===== config.mk =====
export PLATFORM = sky130hd
export DESIGN_NAME = fpuMulPack_flat
export DESIGN_NICKNAME = d
export VERILOG_FILES = /design/src/common/fpuPkg.sv /design/src/common/fpuStageIf.sv /design/src/fpuMul/csAdd64.sv /design/src/fpuMul/fpuMulPack.sv /design/src/flat_wrapper.sv
export SDC_FILE = /design/constraint.sdc
export NUM_CORES = 1
export LEC_CHECK = 0
export ABC_AREA = 1
export BUFFER_PORTS_ARGS = -buffer_cell sky130_fd_sc_hd__buf_2
export CORE_MARGIN = 1.5
export CORE_UTILIZATION = 45
export DETAILED_ROUTE_END_ITERATION = 8
export GPL_TIMING_DRIVEN = 0
export PLACE_DENSITY = 0.7
export SLEW_MARGIN = 20
export SYNTH_ARGS = -nofsm -noshare
export SYNTH_HDL_FRONTEND = slang
export SYNTH_HIERARCHICAL = 1
export SYNTH_SLANG_ARGS = --single-unit

===== constraint.sdc =====
create_clock -name clock -period 9.6 [get_ports clock]
set_input_delay 1.92 -clock clock [delete_from_list [all_inputs] [get_ports clock]]
set_output_delay 1.92 -clock clock [all_outputs]
set_load 0.01 [all_outputs]

===== src/common/fpuPkg.sv =====
`default_nettype none

package fpuPkg;

	// status codes on exOk, same encoding as the memory unit
	localparam logic [1:0] exOkReady = 2'd0;
	localparam logic [1:0] exOkHold = 2'd1;
	localparam logic [1:0] exOkOk = 2'd2;

	// binary64 field widths
	localparam int expWidth = 11;
	localparam int fraWidth = 52;
	// significand with hidden bit and one guard bit on top
	localparam int sigWidth = 54;
	localparam int expBias = 1023;

	// operation tag, zero means no request
	typedef logic [1:0] exOpT;

	// one double word, seen as raw bits or as its fields
	typedef union packed {
		logic [63:0] bits;
		struct packed {
			logic sign;
			logic [expWidth-1:0] exponent;
			logic [fraWidth-1:0] fraction;
		} field;
	} fpDouble;

endpackage

`default_nettype wire


===== src/common/fpuStageIf.sv =====
`timescale 1ns/1ps
`default_nettype none


// reduced partial product terms, registered at edge 3
interface mulSumIf;
	import fpuPkg::*;

	logic advance;
	logic sign;
	logic [expWidth:0] exponent;
	// bit k of either term has product weight k+44
	logic [63:0] termQ;
	logic [63:0] termR;
	logic zero;
	exOpT tag;

	modport src (
		output advance,
		output sign,
		output exponent,
		output termQ,
		output termR,
		output zero,
		output tag
	);

	modport dst (
		input advance,
		input sign,
		input exponent,
		input termQ,
		input termR,
		input zero,
		input tag
	);

endinterface

`default_nettype wire


===== src/fpuMul/csAdd64.sv =====
`timescale 1ns/1ps
`default_nettype none

module csAdd64 (
	input logic [63:0] a,
	input logic [63:0] b,
	output logic [63:0] sum
);

	// carry into blocks 1..3
	logic [3:1] carry;
	logic [16:0] lowSum;

	// lowest block is a plain add, its carry starts the select chain
	assign lowSum = {1'b0, a[15:0]} + {1'b0, b[15:0]};
	assign sum[15:0] = lowSum[15:0];
	assign carry[1] = lowSum[16];

	genvar i;
	for (i = 1; i < 4; i++)
	begin : gBlock
		logic [16:0] sumNoCarry;
		logic [16:0] sumCarry;

		// both outcomes computed in parallel
		assign sumNoCarry = {1'b0, a[16*i +: 16]} + {1'b0, b[16*i +: 16]};
		assign sumCarry = {1'b0, a[16*i +: 16]} + {1'b0, b[16*i +: 16]} + 17'd1;

		// carry from below picks one
		assign sum[16*i +: 16] = carry[i] ? sumCarry[15:0] : sumNoCarry[15:0];

		// top block carry out is not needed
		if (i < 3)
		begin : gCarry
			assign carry[i+1] = carry[i] ? sumCarry[16] : sumNoCarry[16];
		end
	end

endmodule

`default_nettype wire


===== src/fpuMul/fpuMulPack.sv =====
`timescale 1ns/1ps
`default_nettype none

module fpuMulPack (
	input logic clock,
	input logic reset,
	mulSumIf.dst sum,
	input fpuPkg::exOpT exOp,
	output logic [63:0] valResult,
	output logic [1:0] exOk
);
	import fpuPkg::*;

	// Q + R, bit k = product weight k+44
	logic [63:0] total;
	logic [fraWidth:0] sigTop;
	logic roundBit;
	logic [fraWidth+1:0] sigRound;
	// two's complement, one bit wider than the stage exponent
	logic [expWidth+1:0] expNorm;
	logic underflow;
	logic overflow;
	fpDouble result;
	exOpT tagFinal;

	csAdd64 finalAdd (
		.a(sum.termQ),
		.b(sum.termR),
		.sum(total)
	);

	always_comb
	begin
		// product of two [1,2) values is in [1,4)
		// bit 61 set means [2,4), take one more shift
		if (total[61])
		begin
			sigTop = total[61:9];
			roundBit = total[8];
		end
		else
		begin
			sigTop = total[60:8];
			roundBit = total[7];
		end

		// half up at the first dropped bit
		sigRound = {1'b0, sigTop} + (fraWidth + 2)'(roundBit);

		// a carry out of rounding leaves the fraction all zero, bump exponent
		expNorm = {sum.exponent[expWidth], sum.exponent}
			+ (expWidth + 2)'(total[61])
			+ (expWidth + 2)'(sigRound[fraWidth+1]);

		// exponent 0 would be a denormal, flushed too
		underflow = expNorm[expWidth+1] || expNorm == '0;
		overflow = !expNorm[expWidth+1] && expNorm >= {2'b00, {expWidth{1'b1}}};

		result.field.sign = sum.sign;
		result.field.exponent = expNorm[expWidth-1:0];
		result.field.fraction = sigRound[fraWidth-1:0];

		if (sum.zero)
		begin
			// zero operand keeps the product sign
			result.field.exponent = '0;
			result.field.fraction = '0;
		end
		else if (underflow)
		begin
			result.bits = '0;
		end
		else if (overflow)
		begin
			// saturate to infinity of the same sign
			result.field.exponent = '1;
			result.field.fraction = '0;
		end
	end

	// result word, edge 4
	always_ff @(posedge clock)
	begin
		if (reset)
			valResult <= '0;
		else if (sum.advance)
			valResult <= result.bits;
	end

	// final tag, compared against the caller's tag
	always_ff @(posedge clock)
	begin
		if (reset)
			tagFinal <= '0;
		else if (sum.advance)
			tagFinal <= sum.tag;
		else
			tagFinal <= '0;
	end

	always_comb
	begin
		if (exOp == '0)
			exOk = exOkReady;
		else if (tagFinal == exOp)
			exOk = exOkOk;
		else
			exOk = exOkHold;
	end

	assert property (@(posedge clock) disable iff (reset)
		exOk != 2'd3);

	// infinity is the only all ones exponent this unit makes
	assert property (@(posedge clock) disable iff (reset)
		!(valResult[62:52] == '1 && valResult[51:0] != '0));

endmodule

`default_nettype wire


===== src/flat_wrapper.sv =====
// flat-port wrapper written by rule: the top's interface ports become plain ports
module fpuMulPack_flat import fpuPkg::*;
  (clock, reset, exOp, valResult, exOk, sum_advance, sum_sign, sum_exponent, sum_termQ, sum_termR, sum_zero, sum_tag);
  mulSumIf sum_i ();
  input logic clock;
  input logic reset;
  input fpuPkg::exOpT exOp;
  output logic [63:0] valResult;
  output logic [1:0] exOk;
  input wire logic [$bits(sum_i.advance)-1:0] sum_advance;
  input wire logic [$bits(sum_i.sign)-1:0] sum_sign;
  input wire logic [$bits(sum_i.exponent)-1:0] sum_exponent;
  input wire logic [$bits(sum_i.termQ)-1:0] sum_termQ;
  input wire logic [$bits(sum_i.termR)-1:0] sum_termR;
  input wire logic [$bits(sum_i.zero)-1:0] sum_zero;
  input wire logic [$bits(sum_i.tag)-1:0] sum_tag;
  assign sum_i.advance = sum_advance;
  assign sum_i.sign = sum_sign;
  assign sum_i.exponent = sum_exponent;
  assign sum_i.termQ = sum_termQ;
  assign sum_i.termR = sum_termR;
  assign sum_i.zero = sum_zero;
  assign sum_i.tag = sum_tag;
  fpuMulPack u_core (.clock(clock), .reset(reset), .sum(sum_i), .exOp(exOp), .valResult(valResult), .exOk(exOk));
endmodule

; ---- Yosys cells after proc, flatten, opt, wreduce, memory -nomap -nowiden
; Index checks and enable logic that the tools add are counted.
[word_totals]
regBits = 66
latch_bits = 0
ram_bits = 0
romBits = 0
input_bits = 149
wordCells = 35
mem_count = 0
[op_classes]
addsub = 10
mul = 0
div = 0
order_cmp = 1
n_eq_ne = 1
shift = 0
mux = 14
bitwise_logic = 1
n_reduce_logical = 6
[ops]
columns = op, n
row1 = two-way mux 63 bit, 3
row2 = adder 53 x 1 -> 54 bit, 1
row3 = two-way mux 53 bit, 1
row4 = adder 16 x 16 -> 17 bit, 3
row5 = "adder 17 x 1 -> 17 bit, second input constant", 2
row6 = two-way mux 16 bit, 2
row7 = "adder 14 x 1 -> 14 bit, second input constant", 1
row8 = adder 14 bit, 1
row9 = two-way mux 14 bit, 1
row10 = adder 12 x 2 -> 13 bit, 1
row11 = adder 13 x 1 -> 13 bit, 1
row12 = "greater-or-equal comparator 13 x 11 -> 1 bit, second input constant", 1
row13 = zero test 13 bit, 1
row14 = two-way mux 1 bit, 5
row15 = two-way mux 2 bit, 2
row16 = == test 2 bit, 1
row17 = zero test 2 bit, 1
row18 = OR reduction 2 bit, 1
row19 = logical AND 1 bit, 1
row20 = zero test 1 bit, 1
row21 = logical OR 1 bit, 1
row22 = NOT 1 bit, 1

; ---- Depth between registers and ports, before layout
[depth]
word_depth = 13
depth_mapped = 51
ltp_nobuf = 47

; ---- Cells and area by module
; The synthesis kept the hierarchy.
[modules_own_cells]
columns = mod, n_inst, cells_each, area_per_inst_um2, seq_area_each_um2
row1 = fpuMulPack, 1, 966, 5462.7, 1321.3
row2 = csAdd64, 1, 973, 5101.1, 0.0

; ---- Least setup slack after synthesis
; No wires, ideal clock.
[synth_timing]
path_kind = in2reg
from = in sum_termQ[16]
to = reg u_core.valResult[33]
setup_ns = 0.132
t_arrival_ns = 7.635
required_time_ns = 9.468
path_slack_ns = 1.832
path_stages = 47
cell_sequence = ha_1 -> inv_1 -> fa_1 -> inv_1 -> ha_1 -> inv_1 -> nor2_1 -> nand3_1 -> nor2_2 -> nand2_1 -> nor2_4 -> nand3_2 -> nor2_4 -> nand4_4 -> nand2_4 -> nand2_4 -> nand2_4 -> buf_6 -> (+11 left out) -> nand4_1 -> fa_1 -> inv_1 -> ha_1 -> nand2_1 -> nor2_1 -> nand3_1 -> nand2_1 -> nand2_1 -> nor2_1 -> nand3_1 -> nand2_1 -> nand2_2 -> inv_2 -> nor2_4 -> buf_4 -> o21ai_1 -> a21oi_1
[synth_via]
elab_chain_cells = 13
elab_cells_between_ends = 20
[synth_lines]
columns = item, line_no
row1 = from (decl), flat_wrapper.sv:13  ; input wire logic [$bits(sum_i.termQ)-1:0] sum_termQ;
row2 = adder 16 x 16 -> 17 bit *, "csAdd64.sv:26, csAdd64.sv:27"
row3 = adder 17 x 1 -> 17 bit, csAdd64.sv:27  ; assign sumCarry = {1'b0, a[16*i +: 16]} + {1'b0, b[16*i +: 16]} + 17'd1;
row4 = two-way mux 1 bit * (2 in series), csAdd64.sv:35  ; assign carry[i+1] = carry[i] ? sumCarry[16] : sumNoCarry[16];
row5 = two-way mux 14 bit *, csAdd64.sv:30  ; assign sum[16*i +: 16] = carry[i] ? sumCarry[15:0] : sumNoCarry[15:0];
row6 = named net u_core.total[61], fpuMulPack.sv:15  ; logic [63:0] total;
row7 = two-way mux 53 bit / two-way mux 1 bit (equally long branches), fpuMulPack.sv:36  ; if (total[61])
row8 = adder 53 x 1 -> 54 bit, fpuMulPack.sv:48  ; sigRound = {1'b0, sigTop} + (fraWidth + 2)'(roundBit);
row9 = adder 13 x 1 -> 13 bit, fpuMulPack.sv:53  ; + (expWidth + 2)'(sigRound[fraWidth+1]);
row10 = greater-or-equal comparator 13 x 11 -> 1 bit / zero test 1 bit (equally long branches), fpuMulPack.sv:57  ; overflow = !expNorm[expWidth+1] && expNorm >= {2'b00, {expWidth{1'b1}}};
row11 = logical AND 1 bit, fpuMulPack.sv:57
row12 = two-way mux 63 bit, fpuMulPack.sv:73  ; else if (overflow)
row13 = two-way mux 63 bit *, fpuMulPack.sv:69  ; else if (underflow)
row14 = two-way mux 63 bit *, fpuMulPack.sv:63  ; if (sum.zero)
row15 = to (signal assigned), fpuMulPack.sv:87  ; valResult <= result.bits;
row16 = to (decl), fpuMulPack.sv:9  ; output logic [63:0] valResult,
; Mark *: on every way through the listed nets, which the timed path passes. The rest lies on a longest branch.
; A chain may end at the register's enable or synchronous reset.

; ---- Final worst setup path
[layout_timing]
from = in sum_termQ[16]
to = reg u_core.valResult[7]
; The elaborated chain is that of the path after synthesis.

==> reports/qor.txt <==
CTS tree: yes
worst setup path category: in2reg
GRT overflow: 0
commonest non-fill, non-tap cell in the layout: nand2_1
worst-path fanout max: 10
Hold Path Class: reg2reg
Slew HR: 50.9%
Clock Root Buffer: clkbuf_16
max cap viols: 0
clock slew at reported path FFs: 0.06 ns
clock sink total: 66
Die ar.: 23800 sq um
via/cell ratio: 5.04
RSZ-0062 raised after global routing: no
Global Route Usage Sum: 24.4%
startpoint type of the worst setup path: input port
Worst Setup SP: sum_termQ[16]
DRC Markers: 0
critical path's largest stage delay: 0.46 ns
IO Count: 215
Placement Setup Slack: 0.221 ns
Final Hold Viols: 0
Die H: 154 microns
commonest cells after routing, fill and taps aside: nand2_1 (696), inv_1 (248), buf_2 (215)
Worst EP required: 9.86 ns
first-pass GRT wire length: 48600 microns
Final Power: 1590 uW
Arr. time, crit path: 9.09 ns
CTS Buf Count: 9
ANT cells: 0
NumNets Final: 2324
layout cell share with drive strength beyond 1: 15.8%
row cnt: 55
DRT Pass-1 Iters: 5
status: finished clean
Mapped Nets: 2104
global placer's final weighted congestion: 0.994
initial DRC count: 775
P_leak: 0.00633 uW
post-synthesis cell count: 1882
Post-Syn Area: 10300 sq um
final setup fails: 0
critical path's most frequent cell: nand2_1
CTS max path bufs: 2
initial antenna violation count: 0
Max VDD drop: 0.0865 mV
post-route worst setup slack: 0.762 ns
area added between synthesis and finish: 16.7%
min-delay src: u_core/valResult[36]
Max Fclk: 0.113 GHz
largest net degree at the start of global routing: 13
Critical R2R Launch: u_core/valResult[33]
Die X: 154 microns
PortBufs: 209
Final TNS setup: 0 ns
H-Tree Depth: 3
Synth Warn #: 6
Final Slew Violations: 0
final wirelength: 29400 microns
skew final: 0 ns
Cell Pwr Density: 132 nW/um^2
initial core utilization: 45.7%
Worst Setup End Kind: register
worst slew pin tran: 0.729 ns
vias in the first global route: 10668
DR vias: 12045
Tmin final: 8.84 ns
post-route cell area: 12000 sq um
placed cell area: 11700 sq um
Final period util: 92.1%
number of routed nets with antenna violations: 0
core area: 22500 sq um
clk_lat worst skew: 0.32 ns
syn avg cell area: 5.46 sq um
post-CTS setup buffers: 0
Final Core Density: 53.3%
slowest library cell on the worst path: fa_1
WL per Instance: 12.3 microns
HPWL after DPL: 25400 microns
## metal layers
layer	routed length [microns]	part of all wire [%]	up-vias	global-route usage (%)
li1	-	-	6413	-
met1	14200	48	5244	32.7
met2	13100	45	345	41.7
met3	1430	4.9	43	2.09
met4	683	2.3	0	7.17
met5	0	0	-	0
## per-stage QoR
step | hold slack [ns] | std cells
floorplan | 0.490 | 1882
global placement | 0.449 | 2376
detailed placement | 0.452 | 2376
CTS | 0.461 | 2392
global route | 0.474 | 2392
finish | 0.459 | 2392
## sequential cells by signal, indices dropped and copies added (netlist names)
register / count
u_core/valResult: 64
u_core/tagFinal: 2
## final cells by class
type,instances,area [sq um]
clock buffers,10,229
inverters,258,968
plain buffers,39,270
fillers,2465,10500
well taps,285,357
multi-input cells,1519,7740
clock inverters,6,67.6
repair buffers,209,1050
flip-flops and latches,66,1320
## report_power, final
part | total, uW | switching (uW) | internal, uW | leakage, uW
Sequential | 291 | 5.47 | 285 | 0.000535
Combinational | 976 | 658 | 318 | 0.00566
Clock | 319 | 118 | 201 | 0.000139
Total | 1590 | 781 | 804 | 0.00633
## final timing paths
kind / depth (start not counted) / endpoint / slack [ns]
hold reg to reg: 2 / u_core/valResult[36] / 0.46
setup / recovery: 50 / u_core/valResult[7] / 0.76
hold / removal: 2 / u_core/valResult[36] / 0.46
setup reg to reg: 2 / u_core/valResult[33] / 8.95
## what timing repair did
action / 4_1_cts / 5_1_grt
endpoints found under the setup margin: 0 / 60
gates resized for setup: 0 / 3
hold buffers: 0 / 0
## critical path: cells and delay by family
kind	cells	cell delay, ns
compound gates	2	0.22
fa+ha+maj	5	1.41
simple gates	33	4.04
buf+inv	10	1.47
Note: power is estimated with default switching activity, not from simulation.
