--- src/common/fpuPkg.sv ---
`default_nettype none

package fpuPkg;

	// status codes on exOk, same encoding as the memory unit
	localparam logic [1:0] exOkReady = 2'd0;
	localparam logic [1:0] exOkHold = 2'd1;
	localparam logic [1:0] exOkOk = 2'd2;

	// binary64 field widths
	localparam int expWidth = 11;
	localparam int fraWidth = 52;
	// significand with hidden bit and one guard bit on top
	localparam int sigWidth = 54;
	localparam int expBias = 1023;

	// operation tag, zero means no request
	typedef logic [1:0] exOpT;

	// one double word, seen as raw bits or as its fields
	typedef union packed {
		logic [63:0] bits;
		struct packed {
			logic sign;
			logic [expWidth-1:0] exponent;
			logic [fraWidth-1:0] fraction;
		} field;
	} fpDouble;

endpackage

`default_nettype wire

--- src/common/fpuStageIf.sv ---
`timescale 1ns/1ps
`default_nettype none

// unpacked operands, registered at edge 1
interface mulOperandIf;
	import fpuPkg::*;

	// exOp nonzero, not registered
	logic advance;
	logic sign;
	// biased exponent sum, two's complement, saturated at 2047
	logic [expWidth:0] expSum;
	logic [sigWidth-1:0] sigA;
	logic [sigWidth-1:0] sigB;
	// one operand had a zero exponent
	logic zero;
	exOpT tag;

	modport src (
		output advance,
		output sign,
		output expSum,
		output sigA,
		output sigB,
		output zero,
		output tag
	);

	modport dst (
		input advance,
		input sign,
		input expSum,
		input sigA,
		input sigB,
		input zero,
		input tag
	);

endinterface


`default_nettype wire

--- src/fpuMul/fpuMulUnpack.sv ---
`timescale 1ns/1ps
`default_nettype none

module fpuMulUnpack (
	input logic clock,
	input logic reset,
	input logic [63:0] valA,
	input logic [63:0] valB,
	input fpuPkg::exOpT exOp,
	mulOperandIf.src operand
);
	import fpuPkg::*;

	fpDouble opA;
	fpDouble opB;
	logic hiddenA;
	logic hiddenB;
	// one extra bit so the top of the sum does not wrap
	logic [expWidth+1:0] expWide;
	logic [expWidth:0] expSat;

	assign opA.bits = valA;
	assign opB.bits = valB;

	// pipeline moves only while a tag is presented
	assign operand.advance = exOp != '0;

	// denormals have no hidden bit and count as zero
	assign hiddenA = opA.field.exponent != '0;
	assign hiddenB = opB.field.exponent != '0;

	// ea + eb - bias, range -1023 .. 3069
	assign expWide = {2'b00, opA.field.exponent} + {2'b00, opB.field.exponent}
		- (expWidth + 2)'(expBias);

	// clamp the high side to 2047, still reads as overflow later
	// low side never goes past -1023 so it fits as is
	always_comb
	begin
		if (!expWide[expWidth+1] && expWide[expWidth])
			expSat = {1'b0, {expWidth{1'b1}}};
		else
			expSat = expWide[expWidth:0];
	end

	// operand fields, held while no tag
	always_ff @(posedge clock)
	begin
		if (operand.advance)
		begin
			operand.sign <= opA.field.sign ^ opB.field.sign;
			operand.expSum <= expSat;
			// top bit stays clear, product fits under bit 106
			operand.sigA <= {1'b0, hiddenA, opA.field.fraction};
			operand.sigB <= {1'b0, hiddenB, opB.field.fraction};
			operand.zero <= !hiddenA || !hiddenB;
		end
	end

	// stage tag
	always_ff @(posedge clock)
	begin
		if (reset)
			operand.tag <= '0;
		else if (operand.advance)
			operand.tag <= exOp;
		else
			operand.tag <= '0;
	end

	// a tagged item downstream always carries a loaded exponent
	assert property (@(posedge clock) disable iff (reset)
		(operand.advance && operand.tag != '0) |-> !$isunknown(operand.expSum));

endmodule

`default_nettype wire

--- src/flat_wrapper.sv ---
// flat-port wrapper written by rule: the top's interface ports become plain ports
module fpuMulUnpack_flat import fpuPkg::*;
  (clock, reset, valA, valB, exOp, operand_advance, operand_sign, operand_expSum, operand_sigA, operand_sigB, operand_zero, operand_tag);
  mulOperandIf operand_i ();
  input logic clock;
  input logic reset;
  input logic [63:0] valA;
  input logic [63:0] valB;
  input fpuPkg::exOpT exOp;
  output wire logic [$bits(operand_i.advance)-1:0] operand_advance;
  output wire logic [$bits(operand_i.sign)-1:0] operand_sign;
  output wire logic [$bits(operand_i.expSum)-1:0] operand_expSum;
  output wire logic [$bits(operand_i.sigA)-1:0] operand_sigA;
  output wire logic [$bits(operand_i.sigB)-1:0] operand_sigB;
  output wire logic [$bits(operand_i.zero)-1:0] operand_zero;
  output wire logic [$bits(operand_i.tag)-1:0] operand_tag;
  assign operand_advance = operand_i.advance;
  assign operand_sign = operand_i.sign;
  assign operand_expSum = operand_i.expSum;
  assign operand_sigA = operand_i.sigA;
  assign operand_sigB = operand_i.sigB;
  assign operand_zero = operand_i.zero;
  assign operand_tag = operand_i.tag;
  fpuMulUnpack u_core (.clock(clock), .reset(reset), .valA(valA), .valB(valB), .exOp(exOp), .operand(operand_i));
endmodule
--- config.mk ---
export PLATFORM = sky130hd
export DESIGN_NAME = fpuMulUnpack_flat
export DESIGN_NICKNAME = d
export VERILOG_FILES = /design/src/common/fpuPkg.sv /design/src/common/fpuStageIf.sv /design/src/fpuMul/fpuMulUnpack.sv /design/src/flat_wrapper.sv
export SDC_FILE = /design/constraint.sdc
export NUM_CORES = 1
export LEC_CHECK = 0
export BUFFER_PORTS_ARGS = -buffer_cell sky130_fd_sc_hd__buf_2
export CAP_MARGIN = 10
export CORE_MARGIN = 2
export CORE_UTILIZATION = 40
export DETAILED_ROUTE_END_ITERATION = 10
export PLACE_DENSITY = 0.81
export SETUP_SLACK_MARGIN = 0.02
export SLEW_MARGIN = 15
export SYNTH_ARGS = -nofsm -noshare
export SYNTH_HDL_FRONTEND = slang
export SYNTH_SLANG_ARGS = --single-unit
--- constraint.sdc ---
create_clock -name clock -period 2.92 [get_ports clock]
set_input_delay 0.438 -clock clock [delete_from_list [all_inputs] [get_ports clock]]
set_output_delay 0.438 -clock clock [all_outputs]
set_load 0.01 [all_outputs]
; ---- Word level (Yosys, flattened, before mapping)
; Index checks and enable logic that the tools add are counted.
[totals]
regBits = 122
input_bits = 132
elab_cells = 19
[classes]
add_sub_neg = 2
bitwise = 2
n_reduce_logical = 9
[op_table]
columns = cell, count
row1 = $reduce_bool 11->1, 2
row2 = $sub 13x10->13 const B, 1
row3 = $add 11x11->12, 1
row4 = $logic_not 1->1, 3
row5 = $reduce_bool 2->1, 1
row6 = $reduce_or 2->1, 1
row7 = $logic_and 1x1->1, 1
row8 = $logic_or 1x1->1, 1
row9 = $not 1->1, 1
row10 = $xor 1x1->1, 1

; ---- Depth between registers and ports, before layout
; Gate-level depths: netlist of run 1.
[depth]
depth_word = 4
mapped_depth = 11
depth_no_buf = 10

; ---- Least setup slack after synthesis of run 1
; OpenSTA, ideal clock, no wires.
[synth_timing]
path_kind = input-to-reg
start = in valA[52]
end = reg u_core.operand.expSum[2] (data pin)
arrival_time_ps = 2571
t_required_ps = 2641
slack_ps = 70
stages = 10
path_buffers = 0
cell_sequence = ha_1 > inv_1 > fa_1 > nor2b_1 > o2111ai_1 > and4_1 > nor3_1 > nor3_4 > a22oi_2 > o211ai_1
[synth_between]
elab_chain_len = 4
[synth_rtl]
columns = element, line_no
row1 = from (decl), flat_wrapper.sv:7  ; input logic [63:0] valA;
row2 = $add 11x11->12 (*), fpuMulUnpack.sv:33  ; assign expWide = {2'b00, opA.field.exponent} + {2'b00, opB.field.exponent}
row3 = $sub 13x10->13 (*), fpuMulUnpack.sv:34  ; - (expWidth + 2)'(expBias);
row4 = $logic_not 1->1, fpuMulUnpack.sv:40  ; if (!expWide[expWidth+1] && expWide[expWidth])
row5 = $logic_and 1x1->1, fpuMulUnpack.sv:40
row6 = to (signal assigned), fpuMulUnpack.sv:52  ; operand.expSum <= expSat;
row7 = to (decl), fpuStageIf.sv:22  ; output expSum,
; Every way passes the cells marked *; elsewhere a longest branch is shown, timed or not.
; A chain may end at the register's enable or synchronous reset.

; ---- Worst setup path after layout of run 1
[layout_timing]
start = in valA[52]
end = reg u_core.operand.expSum[10] (data pin)
; The elaborated chain is that of the path after synthesis.

==> metrics.md, run 1 <==
| Metric | Value |
|---|---|
| Cells after Synth | approximately 270 |
| Clk slew on worst S/H paths | 50 ps |
| Post-CTS setup buffer count | 0 |
| Largest net degree at the start of global routing | 47 |
| Worst Path Buf+Inv | 3 |
| PwrDens | about 750 nW/µm² |
| Sequential element share of the synthesized area | between 70% and 80% |
| Critical path peak fanout | 5 |
| Pint | 3.96 mW |
| Via density | roughly 5 |
| CTS Buffer Depth | 2 |
| H-tree depth | 4 |
| Pleak | 3.01 nW |
| Yosys cell types | 48 |
| Avg Cell Area, Syn | between 15 and 20 µm² |
| Final instance area | between 6000 and 7000 µm² |
| CTS Hold Bufs | 0 |
| DRT Pass-1 Iters | 6 |
| Cell taking the most area after synthesis | edfxtp_1 |
| Grt ovf | 0 |
| Most frequent cell after synthesis | edfxtp_1 |
| CTS root buf | clkbuf_16 |
| Worst-Margin Slew | 543 ps |
| Area fraction of the dominant cell type after synthesis | 77.3% |
| Residual DRC count | 0 |
| DRT antenna net count | 0 |
| Clk sink count | roughly 120 |
| Final Hold Vio Count | 0 |
| GRT Total Usage | a little over a fifth |
| Max VDD drop | approximately 0.46 mV |
| Worst Setup End Kind | flip-flop |
| Relative max-transition margin | between 60% and 70% |
| Adder-cell share of the synthesized area | around 3.6% |
| Core Area | 11,400 µm² |
| Dominant cells by area after synthesis | edfxtp_1 77%, ha_1 3.2%, xnor2_1 1.9%, nand3_1 1.2%, a21oi_1 1.1% |
| Starting Density | roughly two fifths |
| Post-route clock period utilization | 88.2% |
| GPL Wtd Cong | between 0.9 and 1 |
| Psw | around 1.2 mW |
| Die Span Y | 112 µm |
| CTS tree | yes |
| Post-Syn Area | 4660 µm² |
| Initial antenna violation count | 6 |
| Fill count | between 800 and 900 |
| CP top delay family | simple AND/OR/NAND/NOR gates |
| Via count | about 3,500 |
| Worst EP required | 3060 ps |
| First-pass GRT wire length | 19,200 µm |
| Synth warnings | 0 |
| Hold Crit Endpoint | u_core.operand.tag[0] |
| Clock power share | a little over two fifths |
| Post-synth EDFFs | 120 |
| Max-cap violations | 0 |
| Dpl cell area | approximately 6200 µm² |
| Setup CP Type | primary input to flip-flop |
| CP arrival | between 2000 and 3000 ps |
| Status | finished, final reports clean |
| Port bufs | between 200 and 300 |
| DIE AREA | between 10,000 and 15,000 µm² |
| Cell row count | 39 |
| Maximum clock rate | 388 MHz |
| Final setup vio count | 0 |
| Post-synthesis simple-gate area fraction | between 8 and 9% |
| XOR/XNOR Fraction of Synth Area | about 2.4% |
| Crit path largest cell delay | ~400 ps |
| DP Wirelength | a little over 10,000 µm |
| Async S/R FF share, synth | 0% |
| Logic pwr share | 13.7% |
| Top FF cell, synth | edfxtp_1 |
| Final Power | between 5 and 6 mW |
| Final slew viol count | 0 |
| Fraction of layout cells with a size suffix above 1 | between 50 and 60% |
| Post-layout nets | approximately 700 |
| Compound-Gate Fraction of Synth Area | about 6.4% |
| RSZ-0062 raised after global routing | no |
| CP max-delay cell | or3b_4 |
| Sw Ratio | a little under a quarter |
| Hold path startpoint | reset |
| Type of the most critical hold path | primary input to flip-flop |
| Top Ports | 257 |
| Proportion of synthesized area in mux cells | 0% |
| Largest family of logic cells by synthesized area | simple AND/OR/NAND/NOR gates |
| Synth cell count leaders | 120 x edfxtp_1, 12 x ha_1, 11 x nand3_1 |
| Die W | roughly 110 µm |
| CP Launch Type | primary input |
| Vias in the first global route | 3,441 |
| Synth Register Bits | between 100 and 150 |
| Sequential share of power | between 40% and 50% |
| Hold Crit Depth | 2 |
| CP Cell Sequence | buf_2 > ha_1 > inv_1 > fa_1 > nor2b_2 > o31a_1 > o311a_1 > or3b_4 > nor3_4 > buf_4 > and4_1 > a21oi_1 |
| Smallest hold slack | 205 ps |
| Final WL | roughly 13,000 µm |
| Min Tclk post-route | ~2600 ps |
| CTS buffer count | 17 |
| 1st-iter DRT viols | around 190 |
| Synth-to-layout area growth | 47.3% |
| WL/cell | between 15 and 20 µm |
-- kinds of logic (layout without fill, tap and decap cells) --
kind of cell | after synthesis | after routing
flip-flops | 122 | 122
adder cells (fa/ha/maj) | 13 | 13
XOR/XNOR | 13 | 13
buffers and inverters | 14 | 308
other | 1 | 9
AO/OA/AOI/OAI | 44 | 44
AND/OR/NAND/NOR | 62 | 62
-- state kept, by name, indices dropped and copies added, names as in the netlist --
register               flops
u_core.operand.expSum     12
u_core.operand.sigA       53
u_core.operand.sigB       53
u_core.operand.sign        1
u_core.operand.tag         2
u_core.operand.zero        1
-- repair_timing --
item / in CTS / in global routing
endpoints found under the setup margin: 0 / 1
resized for setup: 0 / 1
hold endpoints to repair: 0 / 0
-- routing by layer --
metal | global-route usage, % | vias up | routed length (µm)
met5 | 0 | - | 0
met1 | 22.2 | 1690 | 4690
met4 | 9.67 | 0 | 389
li1 | - | 1634 | -
met2 | 37.6 | 169 | 7390
met3 | 6.48 | 30 | 878
-- final cells by class --
cell class                      instances  area [µm²]  area share (%)
Sequential cell                       122        3640            53.0
Timing Repair Buffer                  267        1380            20.1
Inverter                                9        33.8           0.492
Clock inverter                         15         221            3.22
Tap cell                              143         179            2.60
Multi-Input combinational cell        134         970            14.1
Antenna cell                            7        17.5           0.255
Clock buffer                           17         425            6.19
-- power by group through the flow --
| stage | Clock (mW) | Combinational (mW) | Sequential (mW) |
|---|---|---|---|
| after global placement | 0 | 0.687 | 2.22 |
| after CTS | 2.30 | 0.712 | 2.19 |
| after detailed placement | 0 | 0.707 | 2.23 |
| final | 2.27 | 0.709 | 2.19 |
| after floorplan | 0 | 0.238 | 2.32 |
| after global routing | 2.38 | 0.768 | 2.21 |
-- through the flow --
step                setup TNS (ps)  std cells  setup WS, ps  util (%)
floorplan                        0        270          70.2         -
global placement                 0        675          46.9      54.3
detailed placement            -225        675         -91.9      54.3
CTS                              0        707           322      60.0
global route                     0        713           109      60.2
finish                           0        714           344      60.2
-- worst max path at each step --
stage | cells past startpoint | startpoint | to
floorplan | 10 | valA[52] | u_core.operand.expSum[2]
global placement | 13 | valA[52] | u_core.operand.expSum[10]
detailed placement | 13 | valB[52] | u_core.operand.expSum[10]
CTS | 13 | valA[52] | u_core.operand.expSum[10]
global route | 12 | valB[52] | u_core.operand.expSum[10]
finish | 12 | valA[52] | u_core.operand.expSum[10]
-- cells in the final DEF, fill, tap and decap left out, types with 4 or more instances in the layout --
| cell | synthesis | final |
|---|---|---|
| nor4_1 | 5 | 5 |
| buf_2 | 0 | 254 |
| diode_2 | 0 | 7 |
| buf_4 | 2 | 12 |
| nor3_1 | 4 | 4 |
| inv_1 | 9 | 9 |
| o21a_1 | 4 | 4 |
| clkbuf_16 | 0 | 17 |
| ha_1 | 12 | 12 |
| nand2_1 | 6 | 6 |
| nor2_1 | 10 | 10 |
| nand3_1 | 11 | 11 |
| nor2b_1 | 5 | 4 |
| o21ai_0 | 9 | 9 |
| edfxtp_1 | 120 | 120 |
| a21oi_1 | 10 | 10 |
| xnor2_1 | 10 | 10 |
| bufinv_16 | 0 | 5 |
| and3_1 | 4 | 4 |
(Power assumes the default switching activity.)
==> run 2, diff against run 1 <==
--- a/config.mk
+++ b/config.mk
@@ -11,8 +11,8 @@
 export CORE_UTILIZATION = 40
 export DETAILED_ROUTE_END_ITERATION = 10
 export PLACE_DENSITY = 0.81
-export SETUP_SLACK_MARGIN = 0.02
-export SLEW_MARGIN = 15
+export REMOVE_ABC_BUFFERS = 1
+export SETUP_SLACK_MARGIN = 0.4
 export SYNTH_ARGS = -nofsm -noshare
 export SYNTH_HDL_FRONTEND = slang
 export SYNTH_SLANG_ARGS = --single-unit
==> run 2 against run 1 <==
Die area stayed put. Clock power down 6%. Setup slack better by 110 ps. Cell count up 0.84%. Maximum frequency increased by 4.6%. Combinational power increased by 7.1%. Sequential share of layout area is 0.83 points lower. Non-clock buffer count grew 5. Highest routed layer unchanged.
==> metrics.md, run 2 (synthesis results as in run 1) <==
| Metric | Value |
|---|---|
| Status | finished, final reports clean |
| GPL Wtd Cong | 0.905 (-5.7%) |
| Via density | 4.99 (+1.1%) |
| DP Wirelength | 10,400 µm (+1.5%) |
| Final Hold Vio Count | 0 (unchanged) |
| Pre-CTS WS | -89.8 ps (+2.05 ps) |
| Setup CP Type | primary input to flip-flop |
| Grt ovf | 0 (unchanged) |
| Type of the most critical hold path | primary input to flip-flop |
| DRT antenna net count | 0 (unchanged) |
| Maximum clock rate | 406 MHz (+4.6%) |
| Setup TNS | 0 ps (unchanged) |
| H-tree depth | 4 (unchanged) |
| 1st-iter DRT viols | 279 (+46%) |
| Residual DRC count | 0 (unchanged) |
| Cell row count | 39 (unchanged) |
| CTS root buf | clkbuf_16 |
| Hold Crit Endpoint | u_core.operand.tag[0] |
| Min Tclk post-route | 2460 ps (-114 ps) |
| CP arrival | 2600 ps (-120 ps) |
| DIE AREA | 12,500 µm² (unchanged) |
| CTS tree | yes |
| CP Launch Type | primary input |
| CTS Buffer Depth | 2 (unchanged) |
| Top Registers | u_core.operand.sigA (53), u_core.operand.sigB (53), u_core.operand.expSum (12) |
| Most frequent cells in the layout | 252 x buf_2, 120 x edfxtp_1, 17 x clkbuf_16 |
| Die Span Y | 112 µm (unchanged) |
| RSZ-0062 raised after global routing | no |
| Clk sink count | 122 (unchanged) |
| Synth-to-layout area growth | 49.7% |
| Final Power | 5.08 mW (-1.9%) |
| Hold Crit Depth | 2 (unchanged) |
| Clk slew on worst S/H paths | 50 ps (about the same) |
| Vias in the first global route | 3,585 (+4.2%) |
| Port bufs | 254 (unchanged) |
| CTS buffer count | 17 (unchanged) |
| Max VDD drop | 0.488 mV (+7.2%) |
| Initial antenna violation count | 9 (+3) |
| Final slew viol count | 0 (unchanged) |
| WL/cell | 18.6 µm (-0.42%) |
| Core Area | 11,400 µm² (unchanged) |
| Commonest non-fill, non-tap cell in the layout | buf_2 |
| Die W | 112 µm (unchanged) |
| DRT Pass-1 Iters | 4 (-2) |
| Starting Density | 40.9% (unchanged) |
| GRT Total Usage | 20.6% (-0.18 points) |
| Largest net degree at the start of global routing | 49 (+4.3%) |
| CTS Hold Bufs | 0 (unchanged) |
| Worst EP required | 3060 ps (about the same) |
| Worst Slack Setup Final | 458 ps (+114 ps) |
| Pleak | 3.03 nW (+0.53%) |
| Post-layout nets | 701 (+0.72%) |
| Critical path peak fanout | 5 (unchanged) |
| Final setup vio count | 0 (unchanged) |
| Top Ports | 257 (unchanged) |
| Hold path startpoint | reset |
| Post-route clock period utilization | 84.3% (-3.9 points) |
| Fraction of layout cells with a size suffix above 1 | 56.2% (+2.4 points) |
| Worst Setup End Kind | flip-flop |
| Final WL | 13,400 µm (+0.42%) |
| Max-cap violations | 0 (unchanged) |
| Via count | 3,592 (+2.0%) |
| First-pass GRT wire length | 19,400 µm (+0.86%) |
| PwrDens | 727 nW/µm² (-3.4%) |
-- run 2: timing repair --
item / 4_1_cts / 5_1_grt
buffers inserted: 2 / 1
pin swaps: 3 / 10
gates cloned: 0 / 0
resized for setup: 4 / 20
endpoints found under the setup margin: 8 / 12
-- run 2: cell type report --
type | instances | area, µm²
Clock buffer | 18 | 429
Sequential cell | 122 | 3640
Timing Repair Buffer | 272 | 1440
Inverter | 9 | 33.8
Tap cell | 143 | 179
Fill cell | 871 | 4440
Clock inverter | 13 | 178
Multi-Input combinational cell | 134 | 1060
Antenna cell | 9 | 22.5
-- run 2: worst max path at each step --
| stage | slack (ps) | end | startpoint |
|---|---|---|---|
| 4_1_cts | 400 | u_core.operand.expSum[11] | valA[52] |
| 5_1_grt | 380 | u_core.operand.expSum[11] | valB[52] |
| 3_5_place_dp | -90 | u_core.operand.expSum[2] | valA[52] |
| 3_3_place_gp | 20 | u_core.operand.expSum[2] | valA[52] |
| 2_1_floorplan | 70 | u_core.operand.expSum[2] | valA[52] |
| 6_report | 460 | u_core.operand.expSum[10] | valB[52] |
-- run 2: per-layer routing --
layer  vias to the layer above  routed length [µm]  track usage [%]
li1                       1645                   -                -
met1                      1715                4730             22.1
met2                       201                7280             36.3
met3                        31                 942             5.93
met4                         0                 456             11.9
met5                         -                   0                0
-- run 2: worst max-delay path, cell delays in order --
cell	delay [ps]
buf_4	130
ha_4	150
inv_2	50
fa_2	230
nor2b_4	60
o31a_1	260
o311a_1	330
or3b_4	430
nor3_4	170
buf_6	140
and4_1	180
a21oi_1	40
-- run 2: stage by stage --
| step | hold slack (ps) | instance area [µm²] | std cells | util, % |
|---|---|---|---|---|
| after floorplan | 510 | 4640 | 265 | - |
| final | 203 | 6980 | 720 | 61.1 |
| after global routing | 189 | 6980 | 720 | 61.1 |
| after detailed placement | 616 | 6220 | 677 | 54.5 |
| after CTS | 190 | 6860 | 710 | 60.1 |
| after global placement | 615 | 6220 | 677 | 54.5 |
-- run 2: where the power goes --
part | total, mW | internal (mW) | leakage, nW | switching, mW
clock network | 2.13 | 1.41 | 0.289 | 0.715
registers | 2.19 | 2.14 | 1.24 | 0.0525
logic | 0.759 | 0.338 | 1.51 | 0.421
